## src/rtl/rv_pkg.sv

```systemverilog
`default_nettype none

package rv_pkg;

    // ~~~~~~~~~~~~~~~~~~~~~~~~~~~~~~~~~~~~~~~~~~~~~~~~~~~~~~~~~~~~
    // Core sizes
    // ~~~~~~~~~~~~~~~~~~~~~~~~~~~~~~~~~~~~~~~~~~~~~~~~~~~~~~~~~~~~
    localparam int XLEN = 32;
    localparam logic [XLEN-1:0] RESET_PC = 32'h8000_0000;
    localparam int DMEM_WORDS = 256;
    localparam int DMEM_AW = $clog2(DMEM_WORDS);      // Word index width.
    localparam logic [4:0] EXIT_REG = 5'd10;          // a0 carries the exit code.

    // ~~~~~~~~~~~~~~~~~~~~~~~~~~~~~~~~~~~~~~~~~~~~~~~~~~~~~~~~~~~~
    // Encodings
    // ~~~~~~~~~~~~~~~~~~~~~~~~~~~~~~~~~~~~~~~~~~~~~~~~~~~~~~~~~~~~
    typedef enum logic [6:0] {
        OPC_LUI    = 7'b0110111,
        OPC_AUIPC  = 7'b0010111,
        OPC_JAL    = 7'b1101111,
        OPC_JALR   = 7'b1100111,
        OPC_BRANCH = 7'b1100011,
        OPC_LOAD   = 7'b0000011,
        OPC_STORE  = 7'b0100011,
        OPC_OP_IMM = 7'b0010011,
        OPC_OP     = 7'b0110011,
        OPC_SYSTEM = 7'b1110011
    } opcode_e;

    typedef enum logic [3:0] {
        ALU_ADD, ALU_SUB, ALU_SLL, ALU_SLT, ALU_SLTU,
        ALU_XOR, ALU_SRL, ALU_SRA, ALU_OR, ALU_AND
    } alu_op_e;

    // ALU operand pairs, same order as the four-way select.
    typedef enum logic [1:0] {
        OPSEL_ZERO_IMM = 2'b00,
        OPSEL_PC_IMM   = 2'b01,
        OPSEL_RS1_RS2  = 2'b10,
        OPSEL_RS1_IMM  = 2'b11
    } opsel_e;

    typedef enum logic [1:0] {
        NPC_SEQ, NPC_BRANCH, NPC_JAL, NPC_JALR
    } npc_e;

    typedef enum logic [1:0] {
        MEM_NONE, MEM_BYTE, MEM_HALF, MEM_WORD
    } mem_size_e;

endpackage

`default_nettype wire

```

## src/rtl/rv_gpr.sv

```systemverilog
`default_nettype none

module rv_gpr import rv_pkg::*; (
    input  logic            clk,
    input  logic            rst,
    input  logic            we,
    input  logic [4:0]      rs1_addr,
    input  logic [4:0]      rs2_addr,
    input  logic [4:0]      rd_addr,
    input  logic [XLEN-1:0] rd_data,
    input  logic [4:0]      exit_addr,
    output logic [XLEN-1:0] rs1_data,
    output logic [XLEN-1:0] rs2_data,
    output logic [XLEN-1:0] exit_data
);
    logic [XLEN-1:0] regs [1:31];                      // x0 has no storage.

    always_ff @(posedge clk) begin
        if (rst) begin
            for (int i = 1; i < 32; i++) begin
                regs[i] <= '0;
            end
        end else if (we && rd_addr != 5'd0) begin
            regs[rd_addr] <= rd_data;
        end
    end

    // Reads see the value before this cycle's write.
    assign rs1_data  = (rs1_addr == 5'd0) ? '0 : regs[rs1_addr];
    assign rs2_data  = (rs2_addr == 5'd0) ? '0 : regs[rs2_addr];
    assign exit_data = (exit_addr == 5'd0) ? '0 : regs[exit_addr];

endmodule

`default_nettype wire

```

## config.mk

```make
export PLATFORM = sky130hd
export DESIGN_NAME = rv_gpr
export DESIGN_NICKNAME = d
export VERILOG_FILES = /design/src/rtl/rv_pkg.sv /design/src/rtl/rv_gpr.sv
export SDC_FILE = /design/constraint.sdc
export NUM_CORES = 2
export LEC_CHECK = 0
export BUFFER_PORTS_ARGS = -buffer_cell sky130_fd_sc_hd__buf_2
export CAP_MARGIN = 20
export CORE_MARGIN = 8
export CORE_UTILIZATION = 40
export DETAILED_ROUTE_END_ITERATION = 16
export SLEW_MARGIN = 0
export SYNTH_ARGS = -nofsm -noshare
export SYNTH_HDL_FRONTEND = slang
export SYNTH_SLANG_ARGS = --single-unit
```

## constraint.sdc

```tcl
create_clock -name clk -period 2.9 [get_ports clk]
set_clock_uncertainty 0.2 [all_clocks]
set_input_delay 0.145 -clock clk [delete_from_list [all_inputs] [get_ports clk]]
set_output_delay 0.145 -clock clk [all_outputs]
set_load 0.005 [all_outputs]
```

## Word-level counts from Yosys, hierarchy flattened

Memories as Yosys holds them, arrays and structs flattened.
Cells that the tools add are included.

| storage, ports and cells | value |
|---|---|
| register bits after elaboration | 0 |
| memory bits (writable) | 992 |
| bits of input ports | 55 |
| output and inout port bits | 96 |
| word-level logic and storage cells | 18 |
| memories | 1 |

| operators by class | value |
|---|---|
| mux-type cells | 11 |
| reductions and logical operators | 6 |

Memories:

| name | words | width | rd ports | clocked after Yosys merged registers in | write ports | line | RTL |
|---|---|---|---|---|---|---|---|
| regs | 31 | 32 | 3 | 0 | 31 | rv_gpr.sv:16 | `logic [XLEN-1:0] regs [1:31];` |

Operator list:

| cell | number |
|---|---|
| $mux W32 | 4 |
| $reduce_or A32 Y1 | 1 |
| $logic_not A5 Y1 | 3 |
| $mux W1 | 6 |
| $mux W5 | 1 |
| $reduce_bool A5 Y1 | 1 |
| $logic_and A1 B1 Y1 | 1 |

## Depth between registers and ports, before layout

| depth | value |
|---|---|
| depth after elaboration | 7 |
| gate-level depth with buffers | 10 |
| depth with buffers taken out | 4 |

## Least setup slack after synthesis

Ideal clock, no wire load.

| path | value |
|---|---|
| kind | input-to-output |
| start point | in rs2_addr[1] |
| end point | out rs2_data[13] |
| arrival | 1.829 ns |
| data required time | 2.555 ns |
| slack | 0.726 ns |
| stages on the path | 7 |
| buffers on the path | 3 |
| cells stage by stage | buf_2 > buf_2 > clkbuf_1 > mux2_2 > a221oi_1 > a21oi_1 > a211o_1 |

| on the way | value |
|---|---|
| cells in the longest elaborated chain, start to end | 2 |
| elaborated cells between the ends (all ways) | 3 |
| classes of those cells | 1 x mux; 1 x reduce/logical; 1 x memory |

Ends and longest elaborated chain:

| element | line | RTL |
|---|---|---|
| start: declaration | rv_gpr.sv:8 | `input logic [4:0] rs2_addr,` |
| $mem_v2 Z31 W32 or $logic_not A5 Y1 (tied branches) | - |  |
| $mux W32 (*) | rv_gpr.sv:30 | `assign rs2_data = (rs2_addr == 5'd0) ? '0 : regs[rs2_addr];` |
| end: declaration | rv_gpr.sv:13 | `output logic [XLEN-1:0] rs2_data,` |

Mark *: on every way between the ends. The rest lies on a longest branch, timed or not.

==> impl_metrics.tcl <==
set metrics [dict create \
    status "complete, but fails checks" \
    failed_checks "setup timing" \
    cts_max_path_buffers 3 \
    dp_hpwl_mm 171 \
    antenna_found_initial 42 \
    largest_reg_flops 1024 \
    cts_buffers 112 \
    fmax_ghz 0.327 \
    drive_above_1_share 0.382 \
    power_mw 40.4 \
    grt_usage 0.310 \
    clock_sinks 1024 \
    slowest_delay_ns 0.53 \
    drt-initial-drc-count 7813 \
    nets 4688 \
    synth.avg_cell_area_sq_um 14.5 \
    p_leak_nw 26.7 \
    path_class "reg -> out" \
    num_io_pins 151 \
    cp_top_family "multiplexers" \
    drc 0 \
    crit_required_ns 2.56 \
    grt_pass1_wl_mm 367 \
    slew_violations 0 \
    ir_drop_v 0.000487 \
    clkSlewWorstSetupHoldPaths_ns 0.07 \
    hold_viol_final 0 \
    port_buffers 150 \
    powerDensity_nw_per_um2 534 \
    tightestPinTransition_ns 0.964 \
    crit_top_cell "mux4_2" \
    netlist.top_cell.by_area "edfxtp_1" \
    yosys_warnings 0 \
    grt-ovfl-total 0 \
    min_to "regs[2][7]" \
    netlist_instances 4321 \
    synthTopCellsByArea "edfxtp_1, mux4_2, and2_1, mux2i_1, clkbuf_1" \
    die_y_um 412 \
    syn_area_sq_um 62600 \
    cap_violations 0 \
    final_cells 6799 \
    regMostFlops "regs" \
    ys_seq_area_frac 0.491 \
    fin_crit_ns 3.06 \
    vias 46012 \
    vias_per_cell 6.77 \
    ys_types 42 \
    cp-start-kind "register" \
    htree_levels 3 \
    min_from "rst" \
    layout_setup_ws_ns -0.161 \
    cp.arrival_ns 2.72 \
    reg_top3 "regs x1024" \
    clockRootBuffer "clkbuf_16" \
    critical_path_depth 6 \
    hold_path_class "in -> reg" \
    grt_max_degree 49 \
    setup_violations 29 \
    synth_seq_cells 1024 \
    endpoint_kind "output port" \
    die_w_um 412 \
    min_period_over_period 1.06 \
    ys_async_sr_fraction 0 \
    first_global_vias 44972 \
    rsz0062_at_grt "true" \
    synthFlopType "edfxtp_1" \
    core.rowCount 145 \
    holdPathStages 3 \
    cts_tree "yes" \
    dieArea_sq_um 169000 \
    core-area_sq_um 156000 \
    yosysTopAreaCellShare 0.491 \
    initial_core_util 0.401 \
    synth_most_common_cell "edfxtp_1" \
    synth-edff-count 1024 \
    wire_per_inst_um 39.5 \
    slew_headroom 0.357 \
    crit_fanout 3 \
    gp_congestion 0.938 \
    pre_cts_slack_ns -0.665 \
    dp.cells 6507 \
    syn2layout_area_growth_pct 20.8 \
    first_pass_iters 5 \
    synth_commonest_cells "edfxtp_1, and2_1, mux4_2, mux2i_1, clkbuf_1" \
    path_cells "mux4_2 > mux4_2 > o22ai_2 > nor3_1 > buf_4 > buf_6" \
    ant_nets 0 \
    worst_path_max_delay_cell "mux4_2" \
    worst-path-buf-inv 2 \
    wirelength_mm 269 \
]
==> what timing repair did <==
action | in CTS | in global routing
pin swaps | 136 | 39
hold endpoints to repair | 1024 | 0
hold buffers | 32 | 0
buffers inserted | 57 | 16
setup endpoints to repair | 85 | 73
resized for setup | 361 | 57
==> per-stage QoR <==
step	util	TNS, ns	instance area [sq um]	hold WS, ns
after global routing	0.485	-3.38	75600	0.185
after detailed placement	0.441	-3.56	68700	0.438
final	0.485	-1.96	75600	0.182
after floorplan	-	0	62700	0.0439
after CTS	0.482	-3.78	75100	0.105
after global placement	0.441	-4.02	68700	0.428
==> how the worst max path moves through the flow <==
stage	from	to
2_1_floorplan	rs2_addr[1]	rs2_data[13]
3_3_place_gp	exit_addr[3]	exit_data[6]
3_5_place_dp	exit_addr[3]	exit_data[17]
4_1_cts	regs[25][23]	rs1_data[23]
5_1_grt	regs[25][28]	rs1_data[28]
6_report	regs[30][23]	rs1_data[23]
==> area by class of cell <==
cell class,count,area (sq um)
Tap cell,2058,2570
Timing Repair Buffer,658,6060
Clock inverter,76,817
Sequential cell,1024,30700
Clock buffer,130,2910
Antenna cell,16,40.0
Multi-Input combinational cell,2811,32300
Fill cell,13025,80300
Inverter,26,97.6
==> report_power, final <==
group	switching (mW)	internal (mW)	total, mW	leakage (nW)
Clock	6.30	8.66	15.0	1.84
Sequential	0.648	17.1	17.8	9.75
Combinational	4.24	3.38	7.62	15.1
==> layout by cell type (no fill, tap or decap), types with 30 or more instances in the layout <==
cell / Yosys / routed
a21oi_1: 63 / 63
a22o_1: 63 / 48
a22oi_1: 71 / 71
and2_1: 1012 / 1007
buf_12: 0 / 96
buf_2: 89 / 121
buf_4: 35 / 378
clkbuf_16: 0 / 114
clkinv_2: 0 / 30
conb_1: 1 / 32
dlygate4sd3_1: 0 / 32
edfxtp_1: 1024 / 1024
mux2_2: 64 / 57
mux2i_1: 359 / 330
mux4_2: 623 / 623
nor2_4: 0 / 34
nor2b_1: 56 / 45
o22ai_1: 69 / 33
or2_2: 32 / 32
==> layer usage <==
| layer | vias up | track usage | routed length, um |
|---|---|---|---|
| met1 | 23483 | 0.397 | 94400 |
| met2 | 3954 | 0.466 | 118000 |
| met4 | 18 | 0.185 | 19300 |
| li1 | 17663 | - | - |
| met5 | - | 0 | 133 |
| met3 | 894 | 0.0907 | 37300 |
==> tightest hold or removal path: cells and delay by family <==
family,cells,cell delay (ns)
buf+inv,2,0.39
simple gates,1,0.38
==> kinds of logic (layout without fill, tap and decap cells) <==
group | count (synthesis) | count (layout) | share of synthesized area
buffers and inverters | 517 | 890 | 0.0366
other | 1 | 48 | 0.0000599
muxes | 1046 | 1046 | 0.293
DFF | 1024 | 1024 | 0.491
AOI/OAI and AO/OA | 458 | 458 | 0.0548
and+or+nand+nor | 1275 | 1275 | 0.124
No activity file was read; power rests on OpenSTA's default activity.
