### src/rtl/rv_pkg.sv
`default_nettype none

package rv_pkg;

    // ~~~~~~~~~~~~~~~~~~~~~~~~~~~~~~~~~~~~~~~~~~~~~~~~~~~~~~~~~~~~
    // Core sizes
    // ~~~~~~~~~~~~~~~~~~~~~~~~~~~~~~~~~~~~~~~~~~~~~~~~~~~~~~~~~~~~
    localparam int XLEN = 32;
    localparam logic [XLEN-1:0] RESET_PC = 32'h8000_0000;
    localparam int DMEM_WORDS = 256;
    localparam int DMEM_AW = $clog2(DMEM_WORDS);      // Word index width.
    localparam logic [4:0] EXIT_REG = 5'd10;          // a0 carries the exit code.

    // ~~~~~~~~~~~~~~~~~~~~~~~~~~~~~~~~~~~~~~~~~~~~~~~~~~~~~~~~~~~~
    // Encodings
    // ~~~~~~~~~~~~~~~~~~~~~~~~~~~~~~~~~~~~~~~~~~~~~~~~~~~~~~~~~~~~
    typedef enum logic [6:0] {
        OPC_LUI    = 7'b0110111,
        OPC_AUIPC  = 7'b0010111,
        OPC_JAL    = 7'b1101111,
        OPC_JALR   = 7'b1100111,
        OPC_BRANCH = 7'b1100011,
        OPC_LOAD   = 7'b0000011,
        OPC_STORE  = 7'b0100011,
        OPC_OP_IMM = 7'b0010011,
        OPC_OP     = 7'b0110011,
        OPC_SYSTEM = 7'b1110011
    } opcode_e;

    typedef enum logic [3:0] {
        ALU_ADD, ALU_SUB, ALU_SLL, ALU_SLT, ALU_SLTU,
        ALU_XOR, ALU_SRL, ALU_SRA, ALU_OR, ALU_AND
    } alu_op_e;

    // ALU operand pairs, same order as the four-way select.
    typedef enum logic [1:0] {
        OPSEL_ZERO_IMM = 2'b00,
        OPSEL_PC_IMM   = 2'b01,
        OPSEL_RS1_RS2  = 2'b10,
        OPSEL_RS1_IMM  = 2'b11
    } opsel_e;

    typedef enum logic [1:0] {
        NPC_SEQ, NPC_BRANCH, NPC_JAL, NPC_JALR
    } npc_e;

    typedef enum logic [1:0] {
        MEM_NONE, MEM_BYTE, MEM_HALF, MEM_WORD
    } mem_size_e;

endpackage

`default_nettype wire

### src/rtl/rv_decoder.sv
`default_nettype none

module rv_decoder import rv_pkg::*; (
    input  logic [XLEN-1:0] instr,
    output logic [4:0]      rs1_addr,
    output logic [4:0]      rs2_addr,
    output logic [4:0]      rd_addr,
    output logic [XLEN-1:0] imm,
    output alu_op_e         alu_op,
    output opsel_e          opsel,
    output npc_e            npc_sel,
    output logic [2:0]      br_funct,
    output mem_size_e       mem_size,
    output logic            mem_write,
    output logic            mem_unsigned,
    output logic            rd_we,
    output logic            is_ebreak
);
    opcode_e         opcode;
    logic [2:0]      funct3;
    logic            alt;
    logic [XLEN-1:0] imm_i;
    logic [XLEN-1:0] imm_s;
    logic [XLEN-1:0] imm_b;
    logic [XLEN-1:0] imm_u;
    logic [XLEN-1:0] imm_j;
    alu_op_e         arith_op;
    mem_size_e       ls_size;

    assign opcode   = opcode_e'(instr[6:0]);
    assign funct3   = instr[14:12];
    assign alt      = instr[30];                       // Selects sub and sra.
    assign rs1_addr = instr[19:15];
    assign rs2_addr = instr[24:20];
    assign rd_addr  = instr[11:7];
    assign br_funct = funct3;

    assign imm_i = {{20{instr[31]}}, instr[31:20]};
    assign imm_s = {{20{instr[31]}}, instr[31:25], instr[11:7]};
    assign imm_b = {{19{instr[31]}}, instr[31], instr[7], instr[30:25], instr[11:8], 1'b0};
    assign imm_u = {instr[31:12], 12'b0};
    assign imm_j = {{11{instr[31]}}, instr[31], instr[19:12], instr[20], instr[30:21], 1'b0};

    assign ls_size = (funct3[1:0] == 2'b00) ? MEM_BYTE :
                     (funct3[1:0] == 2'b01) ? MEM_HALF : MEM_WORD;

    always_comb begin
        case (funct3)
            3'b000:  arith_op = (opcode == OPC_OP && alt) ? ALU_SUB : ALU_ADD;
            3'b001:  arith_op = ALU_SLL;
            3'b010:  arith_op = ALU_SLT;
            3'b011:  arith_op = ALU_SLTU;
            3'b100:  arith_op = ALU_XOR;
            3'b101:  arith_op = alt ? ALU_SRA : ALU_SRL;
            3'b110:  arith_op = ALU_OR;
            default: arith_op = ALU_AND;
        endcase
    end

    always_comb begin
        imm          = '0;                             // Bubble unless matched.
        alu_op       = ALU_ADD;
        opsel        = OPSEL_RS1_IMM;
        npc_sel      = NPC_SEQ;
        mem_size     = MEM_NONE;
        mem_write    = 1'b0;
        mem_unsigned = 1'b0;
        rd_we        = 1'b0;
        is_ebreak    = 1'b0;
        case (opcode)
            OPC_LUI:    begin imm = imm_u; opsel = OPSEL_ZERO_IMM; rd_we = 1'b1; end
            OPC_AUIPC:  begin imm = imm_u; opsel = OPSEL_PC_IMM; rd_we = 1'b1; end
            OPC_JAL:    begin imm = imm_j; npc_sel = NPC_JAL; rd_we = 1'b1; end
            OPC_JALR:   begin imm = imm_i; npc_sel = NPC_JALR; rd_we = 1'b1; end
            OPC_BRANCH: begin imm = imm_b; opsel = OPSEL_RS1_RS2; npc_sel = NPC_BRANCH; end
            OPC_LOAD: begin
                imm          = imm_i;
                mem_size     = ls_size;
                mem_unsigned = funct3[2];              // lbu and lhu.
                rd_we        = 1'b1;
            end
            OPC_STORE:  begin imm = imm_s; mem_size = ls_size; mem_write = 1'b1; end
            OPC_OP_IMM: begin imm = imm_i; alu_op = arith_op; rd_we = 1'b1; end
            OPC_OP:     begin opsel = OPSEL_RS1_RS2; alu_op = arith_op; rd_we = 1'b1; end
            OPC_SYSTEM: is_ebreak = (instr[31:7] == 25'h0002000); // ecall stays a bubble.
            default:    ;
        endcase
    end

endmodule

`default_nettype wire

### config.mk
export PLATFORM = sky130hd
export DESIGN_NAME = rv_decoder
export DESIGN_NICKNAME = d
export VERILOG_FILES = /design/src/rtl/rv_pkg.sv /design/src/rtl/rv_decoder.sv
export SDC_FILE = /design/constraint.sdc
export NUM_CORES = 1
export LEC_CHECK = 0
export BUFFER_PORTS_ARGS = -buffer_cell sky130_fd_sc_hd__buf_2
export CORE_AREA = 2 2 42 73
export DETAILED_ROUTE_END_ITERATION = 8
export DIE_AREA = 0 0 44 75
export GPL_TIMING_DRIVEN = 0
export PLACE_DENSITY = 0.82
export SYNTH_ARGS = -nofsm -noshare
export SYNTH_HDL_FRONTEND = slang
export SYNTH_SLANG_ARGS = --single-unit
export TNS_END_PERCENT = 1
### constraint.sdc
create_clock -name vclk -period 1.3
set_clock_uncertainty 0.05 [all_clocks]
set_input_delay 0.13 -clock vclk [all_inputs]
set_output_delay 0.13 -clock vclk [all_outputs]
set_load 0.1 [all_outputs]
==> results, run 1 <==
- The number of warnings issued by yosys is 0.
- The mean post-synth cell area is 6.84 µm².
- The detailed-placement wirelength estimate is 3260 µm.
- The post-cts hold buffer count is 0.
- The tool reported: "[ERROR DPL-0033] detailed placement checks failed during check placement".
- It got as far as 4_1_cts and failed there.
- Gates resized during post-CTS repair numbered 195.
- Sequential cells were found to cover 0% of the synthesized design area.
- The number of nets handed over by synthesis was 181.
- From bottom edge to top edge, the die measures 75 µm.
- The synthesized netlist occupies a cell area of 1020 µm².
- The count of cell types in the netlist is 44.
- Synthesis produced a netlist whose cell count is 149.
- The floorplan has 25 rows.
- The post-CTS setup buffer count is 14.
- Once the floorplan was initialized, standard cells occupied 37.9% of the core.
- The worst setup slack before clock tree synthesis is -0.623 ns.
- At the end of routability-driven placement, the weighted congestion stood at 0.831.
- Measured along the x axis, the die boundary spans 44 µm.
- The count of pins on the block boundary is 96.
- Input and output buffers added on the ports amount to 95.
- The run stopped with a tool error.
[kinds of logic after synthesis]
kind of cell	synth area share (%)
buf+inv	22.7
simple gates	47.2
compound gates	28.1
mux	1.97
[cells in the mapped netlist, types with 2 or more instances]
cell type  instances  area [µm²]
and3b_1            2        17.5
a21oi_1            4        20.0
and2_1             2        12.5
buf_2              5        25.0
nand4_1            2        12.5
nand3_1           17        85.1
and4b_1            2        20.0
buf_4             21         158
nor2_1             7        26.3
nor4_1             3        18.8
o311ai_0           4        35.0
inv_1              6        22.5
nand2b_1           5        31.3
o22ai_1            4        25.0
nor2b_1           12        75.1
mux2i_1            2        20.0
nor4b_1            3        26.3
nor3b_1            2        15.0
buf_6              2        22.5
nand3b_1           2        15.0
nand2_1            3        11.3
and3_1             2        12.5
o21ai_0            9        45.0
a21o_1             8        60.1
[through the flow]
| stage | cells | hold WS (ns) | area [µm²] | TNS, ns |
|---|---|---|---|---|
| detailed placement | 271 | 0.720 | 1810 | -20.35 |
| global placement | 271 | 0.717 | 1810 | -20.32 |
| floorplan | 149 | 0.420 | 1300 | -21.75 |
==> run 2: changes to the inputs <==
--- a/config.mk
+++ b/config.mk
@@ -6,11 +6,11 @@
 export NUM_CORES = 1
 export LEC_CHECK = 0
 export BUFFER_PORTS_ARGS = -buffer_cell sky130_fd_sc_hd__buf_2
-export CORE_AREA = 2 2 42 73
+export CORE_AREA = 2 2 63 65
 export DETAILED_ROUTE_END_ITERATION = 8
-export DIE_AREA = 0 0 44 75
+export DIE_AREA = 0 0 65 67
 export GPL_TIMING_DRIVEN = 0
-export PLACE_DENSITY = 0.82
+export PLACE_DENSITY_LB_ADDON = 0.15
 export SYNTH_ARGS = -nofsm -noshare
 export SYNTH_HDL_FRONTEND = slang
 export SYNTH_SLANG_ARGS = --single-unit
==> run 2 against run 1 <==
  * The flow now finishes, with violations (setup timing)
  * Synthesized cell count unchanged
  * Area after synthesis is the same
==> results, run 2 <==
- Counting the fill cells in the layout gives 216.
- The number of warnings issued by yosys is 0 (unchanged).
- The static leakage is 1.30 nW.
- The beginning of the critical path is instr[6].
- Top post-synthesis cells by count: buf_4, nand3_1, nor2b_1 (unchanged).
- Setup violations remaining at the end of the flow were counted as 43.
- The data arrival time of the worst path is 1.35 ns.
- Leading post-synthesis cells by cell area: buf_4, nand3_1, nor2b_1 (unchanged).
- The critical path ends at imm[24].
- The net count after synthesis came to 181 (unchanged).
- The top cell types in the final layout, fill and taps aside, are buf_12, buf_2, buf_4, buf_6, nand3_1.
- After the first detailed-routing iteration, the DRC count stood at 45.
- The core region is 3610 µm².
- The delay of the slowest cell on the worst path is 0.24 ns.
- In this run the tightest slew margin relative to its limit is 66.5%.
- The initial antenna violation count is 0.
- The cell area after synthesis was 1020 µm² (unchanged).
- The cell taking the most area after synthesis was buf_4 (unchanged).
- The count of pins on the block boundary was 96 (unchanged).
- Of all nets on the critical path, the largest fanout is 7.
- The critical path goes through buf_12 > buf_8 > nor3b_4 > buf_6 > nand2_2 > o22ai_4 > buf_12.
- The startpoint type of the worst setup path is an input pin.
- The share of the synthesized area in the top cell type is 15.5% (unchanged).
- Counting stages on the worst path, the most repeated cell is buf_12.
- The clock buffer count is 0.
- The width of the die was 65 µm (was 44 µm).
- Run status: complete, but fails checks (was stopped before the end).
- In the final layout, the multi-input gates occupy 1170 µm².
- The tightest min-delay check is of the input pin to output port type.
- The detailed-placement wirelength estimate is 3250 µm (was 3260 µm).
- For the pin with the worst max-slew slack, the measured transition is 0.506 ns.
- Measured on the finished design, the core utilization comes to 78.8%.
- The number of diodes added for antenna fixing is 0.
- Once routing completed, OpenROAD measured the worst setup slack at -0.232 ns.
- The maximum clock frequency is 0.653 GHz.
- After layout, the worst path uses 118% of the clock period.
- The die extent in y came to 67 µm (was 75 µm).
- The number of logic stages on the critical path including buffering is 7.
- The number of buffers added on ports is 95 (unchanged).
- The smallest clock period supported by the final layout is computed as 1.53 ns.
- Setup repair after global routing could not meet its margin everywhere.
- The final-layout setup total negative slack is -6.92 ns.
- The checks that failed: setup timing.
- The final weighted congestion of routability-driven global placement was 0.767 (was 0.831).
- In this run the remaining antenna-violating nets after routing total 0.
- The kind of end point of the critical path is an output port.
- The area added between synthesis and finish is 179%.
- The effective utilization at floorplan is 28.2% (was 37.9%).
- The total placed cells including tap cells is 292 (was 271).
- The portion of the post-synthesis area used by sequential elements is 0% (unchanged).
- After detailed routing, the number of remaining DRC violations is 0.
- The detailed-route wire length is 5030 µm.
- The all-layer global routing usage is 20.0%.
- The largest net degree at the start of global routing is 11.
- The count of cell types in the netlist is 44 (unchanged).
- The synthesized instance count is 149 (unchanged).
- The most instantiated library cell after synthesis is buf_4 (unchanged).
- The mean post-synth cell area came to 6.84 µm² (unchanged).
- The per-cell via count in the routed design is 5.22.
- Summed over all layers, the global routing overflow is 0.
- The final hold violation count is 0.
- After detailed routing, the average wire length per cell comes to 16.4 µm.
- The worst hold slack after final layout is 0.648 ns.
- In the finished design the tool counted flip-flops and latches totalling 0.
- The via total after detailed routing is 1596.
- The startpoint identified for the worst hold timing path is instr[26].
- The register area is 0 µm².
- For this design the ratio of total power to cell area is 346 nW/µm².
- The count of pins over their slew limit was 0.
- The fraction of final layout cells sized beyond drive strength 1 is 74.0%.
- After the last flow step, the layout net total stands at 292.
- The number of placement rows is 22 (was 25).
- The type of the setup path with the least slack is input pin to output port.
- The cell at the slowest stage of the critical path is nor3b_4.
- The kind of cell with the highest combined delay along the critical path is buffers and inverters.
- The first-pass GRT wire length is 7040 µm.
- The post-cts hold buffer count was 0 (unchanged).
- The number of max-cap violations is 0.
- The die footprint is 4360 µm².
- The data required time of the critical path is 1.12 ns.
- After the flow finishes, the layout carries non-filler instances totaling 306.
- The via count of the first global-routing pass is 1482.
- The first detailed-routing pass ran for 4 iterations.
- The number of buffers and inverters on the critical path is 4.
- IR analysis of the VDD net gives a maximum drop of 0.163 mV.
-- run 2: cell counts after synthesis --
No cell type changed its count.
-- run 2: power breakdown --
| group | switching [mW] | leakage (nW) | total, mW | internal [mW] |
|---|---|---|---|---|
| clock network | 0 | 0 | 0 | 0 |
| registers | 0 | 0 | 0 | 0 |
| logic | 0.657 | 1.30 | 0.984 | 0.328 |
-- run 2: cell families after synthesis --
logic type,Yosys count,share of synthesized area [%]
compound gates,39,28.1
buf+inv,35,22.7
mux,2,1.97
simple gates,73,47.2
-- run 2: routing by layer --
layer,GRT usage (%),wire [µm]
met4,2.13,106
met1,24.6,1900
met2,38.1,2680
met5,0,0
met3,2.53,344
-- run 2: how the worst min path moves through the flow --
stage	end	slack, ns	cells past startpoint
final	imm[26]	0.65	4
after global routing	imm[27]	0.66	4
after CTS	imm[29]	0.64	4
after detailed placement	rs1_addr[4]	0.72	3
after global placement	rs1_addr[3]	0.72	3
after floorplan	mem_unsigned	0.42	1
-- run 2: cell type report --
type / count / area share, %
inverters: 6 / 0.792
repair buffers: 109 / 45.7
plain buffers: 29 / 10.0
multi-input cells: 114 / 41.3
well taps: 48 / 2.11
-- run 2: worst min-delay path, stage by stage --
cell,delay [ns]
buf_2,0.13
nand3_1,0.08
o21ai_2,0.07
buf_12,0.16
-- run 2: what timing repair did --
action	CTS	global route
setup buffers	12	1
pin swaps	20	13
gates resized for setup	173	59
gates cloned	0	1
setup endpoints to repair	46	46
-- run 2: through the flow --
step	instance area [µm²]	total power, mW	worst slack (ns)
2_1_floorplan	1300	0.626	-0.739
3_3_place_gp	1840	0.788	-0.612
3_5_place_dp	1840	0.789	-0.607
4_1_cts	2570	0.915	-0.248
5_1_grt	2840	1.02	-0.276
6_report	2840	0.984	-0.232
(Power assumes the default switching activity.)
==> run 3: changes to the inputs <==
==> constraint.sdc (replaced) <==
create_clock -name vclk -period 1.52
set_clock_uncertainty 0.05 [all_clocks]
set_input_delay 0.152 -clock vclk [all_inputs]
set_output_delay 0.152 -clock vclk [all_outputs]
set_load 0.1 [all_outputs]
==> run 3 against run 2 <==
  * The flow still finishes with violations (setup timing)
  * Via count fell by 2.9%
  * Die area did not move
  * Worst setup slack improved by 0.14 ns
  * Worst hold slack improved by 0.0029 ns
  * Global-route usage fell by 0.75 points
  * Combinational power fell by 18%
  * Non-clock buffer count fell by 2
  * Highest routed layer unchanged
==> results, run 3 (synthesis results as in run 2) <==
- The startpoint type of the worst setup path was an input pin (unchanged).
- The maximum clock frequency is 0.620 GHz.
- The proportion of power drawn by combinational gates is 100.0% (about the same).
- The net switching power was 0.551 mW (was 0.657 mW).
- The final hold violation count is 0 (unchanged).
- Leaving out fill and tap cells, the most frequent cell in the layout is buf_2.
- The clock buffer count is 0 (unchanged).
- The register area came to 0 µm² (unchanged).
- The data required time of the critical path is 1.32 ns (was 1.12 ns).
- The die extent in y is 67 µm (unchanged).
- The per-cell via count in the routed design came to 5.10 (was 5.22).
- The post-route minimum period is 1.61 ns.
- The largest net degree at the start of global routing is 11 (unchanged).
- The share of total power in the clock network is 0% (about the same).
- The initial antenna violation count is 0 (unchanged).
- The worst hold slack after final layout is 0.651 ns (was 0.648 ns).
- The count of pins on the block boundary is 96 (unchanged).
- The final weighted congestion of routability-driven global placement is 0.767 (unchanged).
- The transition time at the pin with the least slew margin is 0.493 ns (was 0.506 ns).
- The number of DRC violations after detailed routing came to 0 (unchanged).
- The number of diodes added for antenna fixing is 0 (unchanged).
- The delay of the slowest cell on the worst path is 0.28 ns (was 0.24 ns).
- The all-layer global routing usage is 19.3% (was 20.0%).
- The wire length on met3 is 341 µm (was 344 µm).
- The width of the die is 65 µm (unchanged).
- The worst hold path class is input pin to output port (unchanged).
- The portion of total power attributed to sequential cells is 0% (about the same).
- The overflow left after global routing came to 0 (unchanged).
- The worst setup slack before clock tree synthesis was -0.431 ns (was -0.607 ns).
- The endpoint of the worst setup timing path is mem_unsigned (was imm[24]).
- The number of design-rule violations left by the first detailed-router iteration is 48 (was 45).
- The post-cts hold buffer count is 0 (unchanged).
- The routed length on met1 is 1850 µm (was 1900 µm).
- The total power per unit cell area is 307 nW/µm² (was 346 nW/µm²).
- The type of the setup path with the least slack is input pin to output port (unchanged).
- The largest driver fanout on the critical path is 8 (was 7).
- Ordered cell list for the critical path: buf_6 > buf_8 > nor3_4 > nand3_4 > buf_4 > nor4b_4 > buf_6 (was buf_12 > buf_8 > nor3b_4 > buf_6 > nand2_2 > o22ai_4 > buf_12).
- The number of logic stages on the critical path including buffering is 7 (unchanged).
- The number of antenna-violating nets in the routed design is 0 (unchanged).
- The area of the placeable core was 3610 µm² (unchanged).
- The switching portion of total power was 68.2% (was 66.7%).
- The per-cell routed wire length is 15.4 µm (was 16.4 µm).
- The kind of end point of the critical path is an output port (unchanged).
- The number of buffers and inverters on the critical path was 4 (unchanged).
- The number of setup violations in the final report was 26 (was 43).
- The library cell appearing most often on the critical path was buf_6 (was buf_12).
- The detailed-placement wirelength estimate is 3250 µm (unchanged).
- Failing checks: setup timing (unchanged).
- The largest voltage drop on the vdd net is 0.132 mV (was 0.163 mV).
- The internal cell power is 0.257 mW (was 0.328 mW).
- The die footprint was 4360 µm² (unchanged).
- The highest metal layer with signal wires is met4 (unchanged).
- Most frequent cells in the layout: buf_2, buf_4, buf_12, nand3_1 (was buf_12, buf_2, buf_4, buf_6, nand3_1).
- The number of placement rows is 22 (unchanged).
- The number of detailed-route iterations in the first pass is 4 (unchanged).
- The count of pins over their slew limit was 0 (unchanged).
- The family with the most delay on the worst path is buffers and inverters (unchanged).
- The fraction of final layout cells sized beyond drive strength 1 was 72.7% (was 74.0%).
- RSZ-0062 raised after global routing: true (unchanged).
- The worst path uses 106% of the clock period.
- The number of nets in the layout is 290 (was 292).
- The first-pass GRT wire length was 6770 µm (was 7040 µm).
- The area added between synthesis and finish is 158% (was 179%).
- The cell at the slowest stage of the critical path is nor4b_4 (was nor3b_4).
- The relative slew slack is 67.4% (was 66.5%).
- The effective utilization at floorplan is 28.2% (unchanged).
- The number of flip-flops and latches is 0 (unchanged).
- The static leakage is 1.24 nW (was 1.30 nW).
- The detailed-route wire length is 4680 µm (was 5030 µm).
- The met2 wire length was 2460 µm (was 2680 µm).
- The number of max-cap violations was 0 (unchanged).
- The via count of the first global-routing pass is 1440 (was 1482).
- Run status: complete, but fails checks (unchanged).
- The smallest setup slack after layout is -0.0920 ns (was -0.232 ns).
- The number of buffers added on ports came to 95 (unchanged).
- The data arrival time of the worst path is 1.41 ns (was 1.35 ns).
- The beginning of the critical path is instr[2] (was instr[6]).
- The via total after detailed routing is 1550 (was 1596).
run 3: changes by cell type in the layout (fill, tap and decap cells not counted), moves of 3 or more:
| cell | delta |
|---|---|
| buf_6 | -6 |
| buf_4 | +7 |
| buf_8 | +6 |
| buf_2 | +3 |
| buf_12 | -13 |
run 3: metal layers:
metal,global-route usage [%],up-vias
met5,0,-
met4,2.39,0
met3,2.53,2
met2,37.0,63
met1,23.3,725
li1,-,760
run 3: how the worst min path moves through the flow:
| stage | startpoint | endpoint | slack [ns] | cells past startpoint |
|---|---|---|---|---|
| after floorplan | instr[14] | mem_unsigned | 0.46 | 1 |
| after global placement | instr[18] | rs1_addr[3] | 0.76 | 3 |
| after detailed placement | instr[19] | rs1_addr[4] | 0.76 | 3 |
| after CTS | instr[29] | imm[29] | 0.68 | 4 |
| after global routing | instr[17] | imm[17] | 0.67 | 3 |
| final | instr[17] | imm[17] | 0.65 | 3 |
run 3: metrics by stage:
step / cells / utilization, % / power, mW / cell area (µm²) / TNS [ns]
2_1_floorplan: 149 / - / 0.535 / 1300 / -13.88
3_3_place_gp: 292 / 50.9 / 0.674 / 1840 / -12.61
3_5_place_dp: 292 / 50.9 / 0.675 / 1840 / -12.50
4_1_cts: 304 / 66.3 / 0.764 / 2390 / -1.24
5_1_grt: 304 / 73.0 / 0.837 / 2630 / -2.72
6_report: 304 / 73.0 / 0.808 / 2630 / -1.07
run 3: cell type report:
type	instances	area, µm²
Fill cell	246	975
Inverter	6	22.5
Buffer	29	273
Timing Repair Buffer	107	1130
Tap cell	48	60.1
Multi-Input combinational cell	114	1150
run 3: repair_timing:
item	CTS	global route
resized for setup	129	57
setup buffers	12	0
endpoints found under the hold margin	0	0
cloned	0	0
pin swaps	10	10
setup endpoints to repair	44	43
run 3: power groups by stage:
stage / Sequential [mW] / Combinational (mW) / Clock [mW]
4_1_cts: 0 / 0.764 / 0
5_1_grt: 0 / 0.837 / 0
3_5_place_dp: 0 / 0.675 / 0
3_3_place_gp: 0 / 0.674 / 0
6_report: 0 / 0.808 / 0
2_1_floorplan: 0 / 0.535 / 0
==> run 4: changes to the inputs <==
==> constraint.sdc (replaced) <==
create_clock -name vclk -period 2
set_clock_uncertainty 0.05 [all_clocks]
set_input_delay 0.2 -clock vclk [all_inputs]
set_output_delay 0.2 -clock vclk [all_outputs]
set_load 0.1 [all_outputs]
==> run 4 against run 3 <==
  * The flow now finishes without violations
  * Die area did not move
  * Via count fell by 6.4%
  * Critical path depth fell by 1
  * Sequential share of layout area did not move
  * Sequential cell count did not move
  * Final cell count fell by 3.9%
==> results, run 4 (synthesis results as in run 2) <==
- Run status: finished clean (was complete, but fails checks).
- The total placed cells including tap cells is 292 (unchanged).
- The final hold violation count is 0 (unchanged).
- The number of placement rows is 22 (unchanged).
- Most frequent cells in the layout: buf_2, buf_4, nand3_1, nor2b_1 (was buf_2, buf_4, buf_12, nand3_1).
- The all-layer global routing usage was 17.1% (was 19.3%).
- The share of the core filled with cells is 48.8% (was 73.0%).
- The post-route minimum period is 1.90 ns.
- Static timing analysis puts the maximum clock frequency at 0.526 GHz.
- The via total after detailed routing is 1451 (was 1550).
- The number of DRC violations after detailed routing is 0 (unchanged).
- The internal cell power is 0.119 mW (was 0.257 mW).
- The data required time of the critical path is 1.75 ns (was 1.32 ns).
- The largest driver fanout on the critical path was 10 (was 8).
- Ordered cell list for the critical path: buf_2 > buf_6 > nor3_4 > nand3_2 > o311ai_2 > clkbuf_4 (was buf_6 > buf_8 > nor3_4 > nand3_4 > buf_4 > nor4b_4 > buf_6).
- The cell count of the worst hold path is 3 (unchanged).
- The met3 track demand over resource in global routing came to 1.52% (was 2.53%).
- The switching portion of total power is 76.1% (was 68.2%).
- The number of buffers added on ports is 95 (unchanged).
- The routing usage on met1 is 24.1% (was 23.3%).
- The net switching power is 0.379 mW (was 0.551 mW).
- The effective utilization at floorplan is 28.2% (unchanged).
- The area added between synthesis and finish is 72.9% (was 158%).
- The final weighted congestion of routability-driven global placement is 0.788 (was 0.767).
- The worst hold path class is input pin to output port (unchanged).
- The worst path uses 95.0% of the clock period.
- The number of setup violations in the final report is 0 (was 26).
- The relative slew slack is 52.1% (was 67.4%).
- The detailed-route wire length came to 3900 µm (was 4680 µm).
- The post-cts hold buffer count is 0 (unchanged).
- The static leakage came to 0.936 nW (was 1.24 nW).
- The most crowded layer after global routing is met2 (unchanged).
- The startpoint of the lowest-slack hold path was instr[17] (unchanged).
- The data arrival time of the worst path is 1.65 ns (was 1.41 ns).
- The number of diodes added for antenna fixing is 0 (unchanged).
- The cell at the slowest stage of the critical path is clkbuf_4 (was nor4b_4).
- The startpoint type of the worst setup path is an input pin (unchanged).
- The count of pins on the block boundary is 96 (unchanged).
- The register area is 0 µm² (unchanged).
- The number of nets in the layout is 278 (was 290).
- The number of antenna-violating nets in the routed design is 0 (unchanged).
- The die extent in y is 67 µm (unchanged).
- The kind of end point of the critical path is an output port (unchanged).
- The proportion of power drawn by combinational gates is 100.0% (about the same).
- RSZ-0062 raised after global routing: true (unchanged).
- The fraction of final layout cells sized beyond drive strength 1 is 60.2% (was 72.7%).
- The post-CTS setup buffer count is 0 (was 12).
- The die footprint was 4360 µm² (unchanged).
- The area of the placeable core is 3610 µm² (unchanged).
- The number of detailed-route iterations in the first pass was 4 (unchanged).
- The number of design-rule violations left by the first detailed-router iteration is 17 (was 48).
- The width of the die is 65 µm (unchanged).
- The overflow left after global routing is 0 (unchanged).
- The via count of the first global-routing pass is 1251 (was 1440).
- The worst hold slack after final layout was 0.832 ns (was 0.651 ns).
- The type of the setup path with the least slack was input pin to output port (unchanged).
- The final-layout setup total negative slack is 0 ns (was -1.07 ns).
- The share of total power in the clock network is 0% (about the same).
- The detailed-placement wirelength estimate came to 3190 µm (was 3250 µm).
- The first-pass GRT wire length is 6020 µm (was 6770 µm).
- The clock buffer count is 0 (unchanged).
- The count of pins over their slew limit is 0 (unchanged).
- The largest voltage drop on the vdd net is 0.165 mV (was 0.132 mV).
- The met2 usage in global routing is 28.9% (was 37.0%).
- The number of max-cap violations came to 0 (unchanged).
- The portion of total power attributed to sequential cells is 0% (about the same).
- The per-cell routed wire length was 13.4 µm (was 15.4 µm).
- The transition time at the pin with the least slew margin is 0.718 ns (was 0.493 ns).
- The total power per unit cell area came to 283 nW/µm² (was 307 nW/µm²).
- The largest net degree at the start of global routing is 11 (unchanged).
- The per-cell via count in the routed design is 4.97 (was 5.10).
- The final cell count without fillers came to 292 (was 304).
- The leading cell type in the layout, fill and taps excluded was buf_2 (unchanged).
- The delay of the slowest cell on the worst path was 0.38 ns (was 0.28 ns).
- The number of flip-flops and latches was 0 (unchanged).
- The initial antenna violation count was 0 (unchanged).
- The worst hold endpoint is imm[17] (unchanged).
[run 4: worst max-delay path by stage]
stage | from | to | slack, ns | depth (start not counted)
after global routing | instr[4] | is_ebreak | -0.02 | 6
after floorplan | instr[3] | imm[21] | -0.58 | 4
after detailed placement | instr[6] | imm[22] | -0.15 | 6
after CTS | instr[6] | imm[3] | 0.002 | 6
after global placement | instr[6] | imm[23] | -0.15 | 6
final | instr[6] | imm[3] | 0.1 | 6
[run 4: critical path, delay by kind of cell]
family	cells	cell delay, ns
buffers and inverters	3	0.65
and+or+nand+nor	2	0.49
AOI/OAI and AO/OA	1	0.31
[run 4: what timing repair did]
item,in CTS,in global routing
pin swaps,0,1
setup endpoints to repair,18,14
cloned,0,0
resized for setup,19,7
[run 4: final cells by class]
class | count | area, µm²
buffer | 29 | 209
fill | 390 | 1850
inverter | 6 | 22.5
multi-input combinational | 114 | 932
tap | 48 | 60.1
timing repair buffer | 95 | 537
[run 4: layer usage]
layer  vias up  share of wire [%]
met1       646                 44
met4         0               0.64
li1        734                  -
met3         2                8.6
met5         -                  0
met2        69                 47
[run 4: power by group through the flow]
stage / clock [mW] / combinational, mW / sequential (mW)
finish: 0 / 0.498 / 0
global route: 0 / 0.521 / 0
CTS: 0 / 0.498 / 0
detailed placement: 0 / 0.492 / 0
global placement: 0 / 0.491 / 0
floorplan: 0 / 0.387 / 0
[run 4: stage by stage]
step | area [µm²] | setup slack [ns] | total power [mW]
finish | 1760 | 0.0994 | 0.498
global route | 1760 | -0.0174 | 0.521
CTS | 1740 | 0.00223 | 0.498
detailed placement | 1690 | -0.154 | 0.492
global placement | 1690 | -0.146 | 0.491
floorplan | 1150 | -0.584 | 0.387
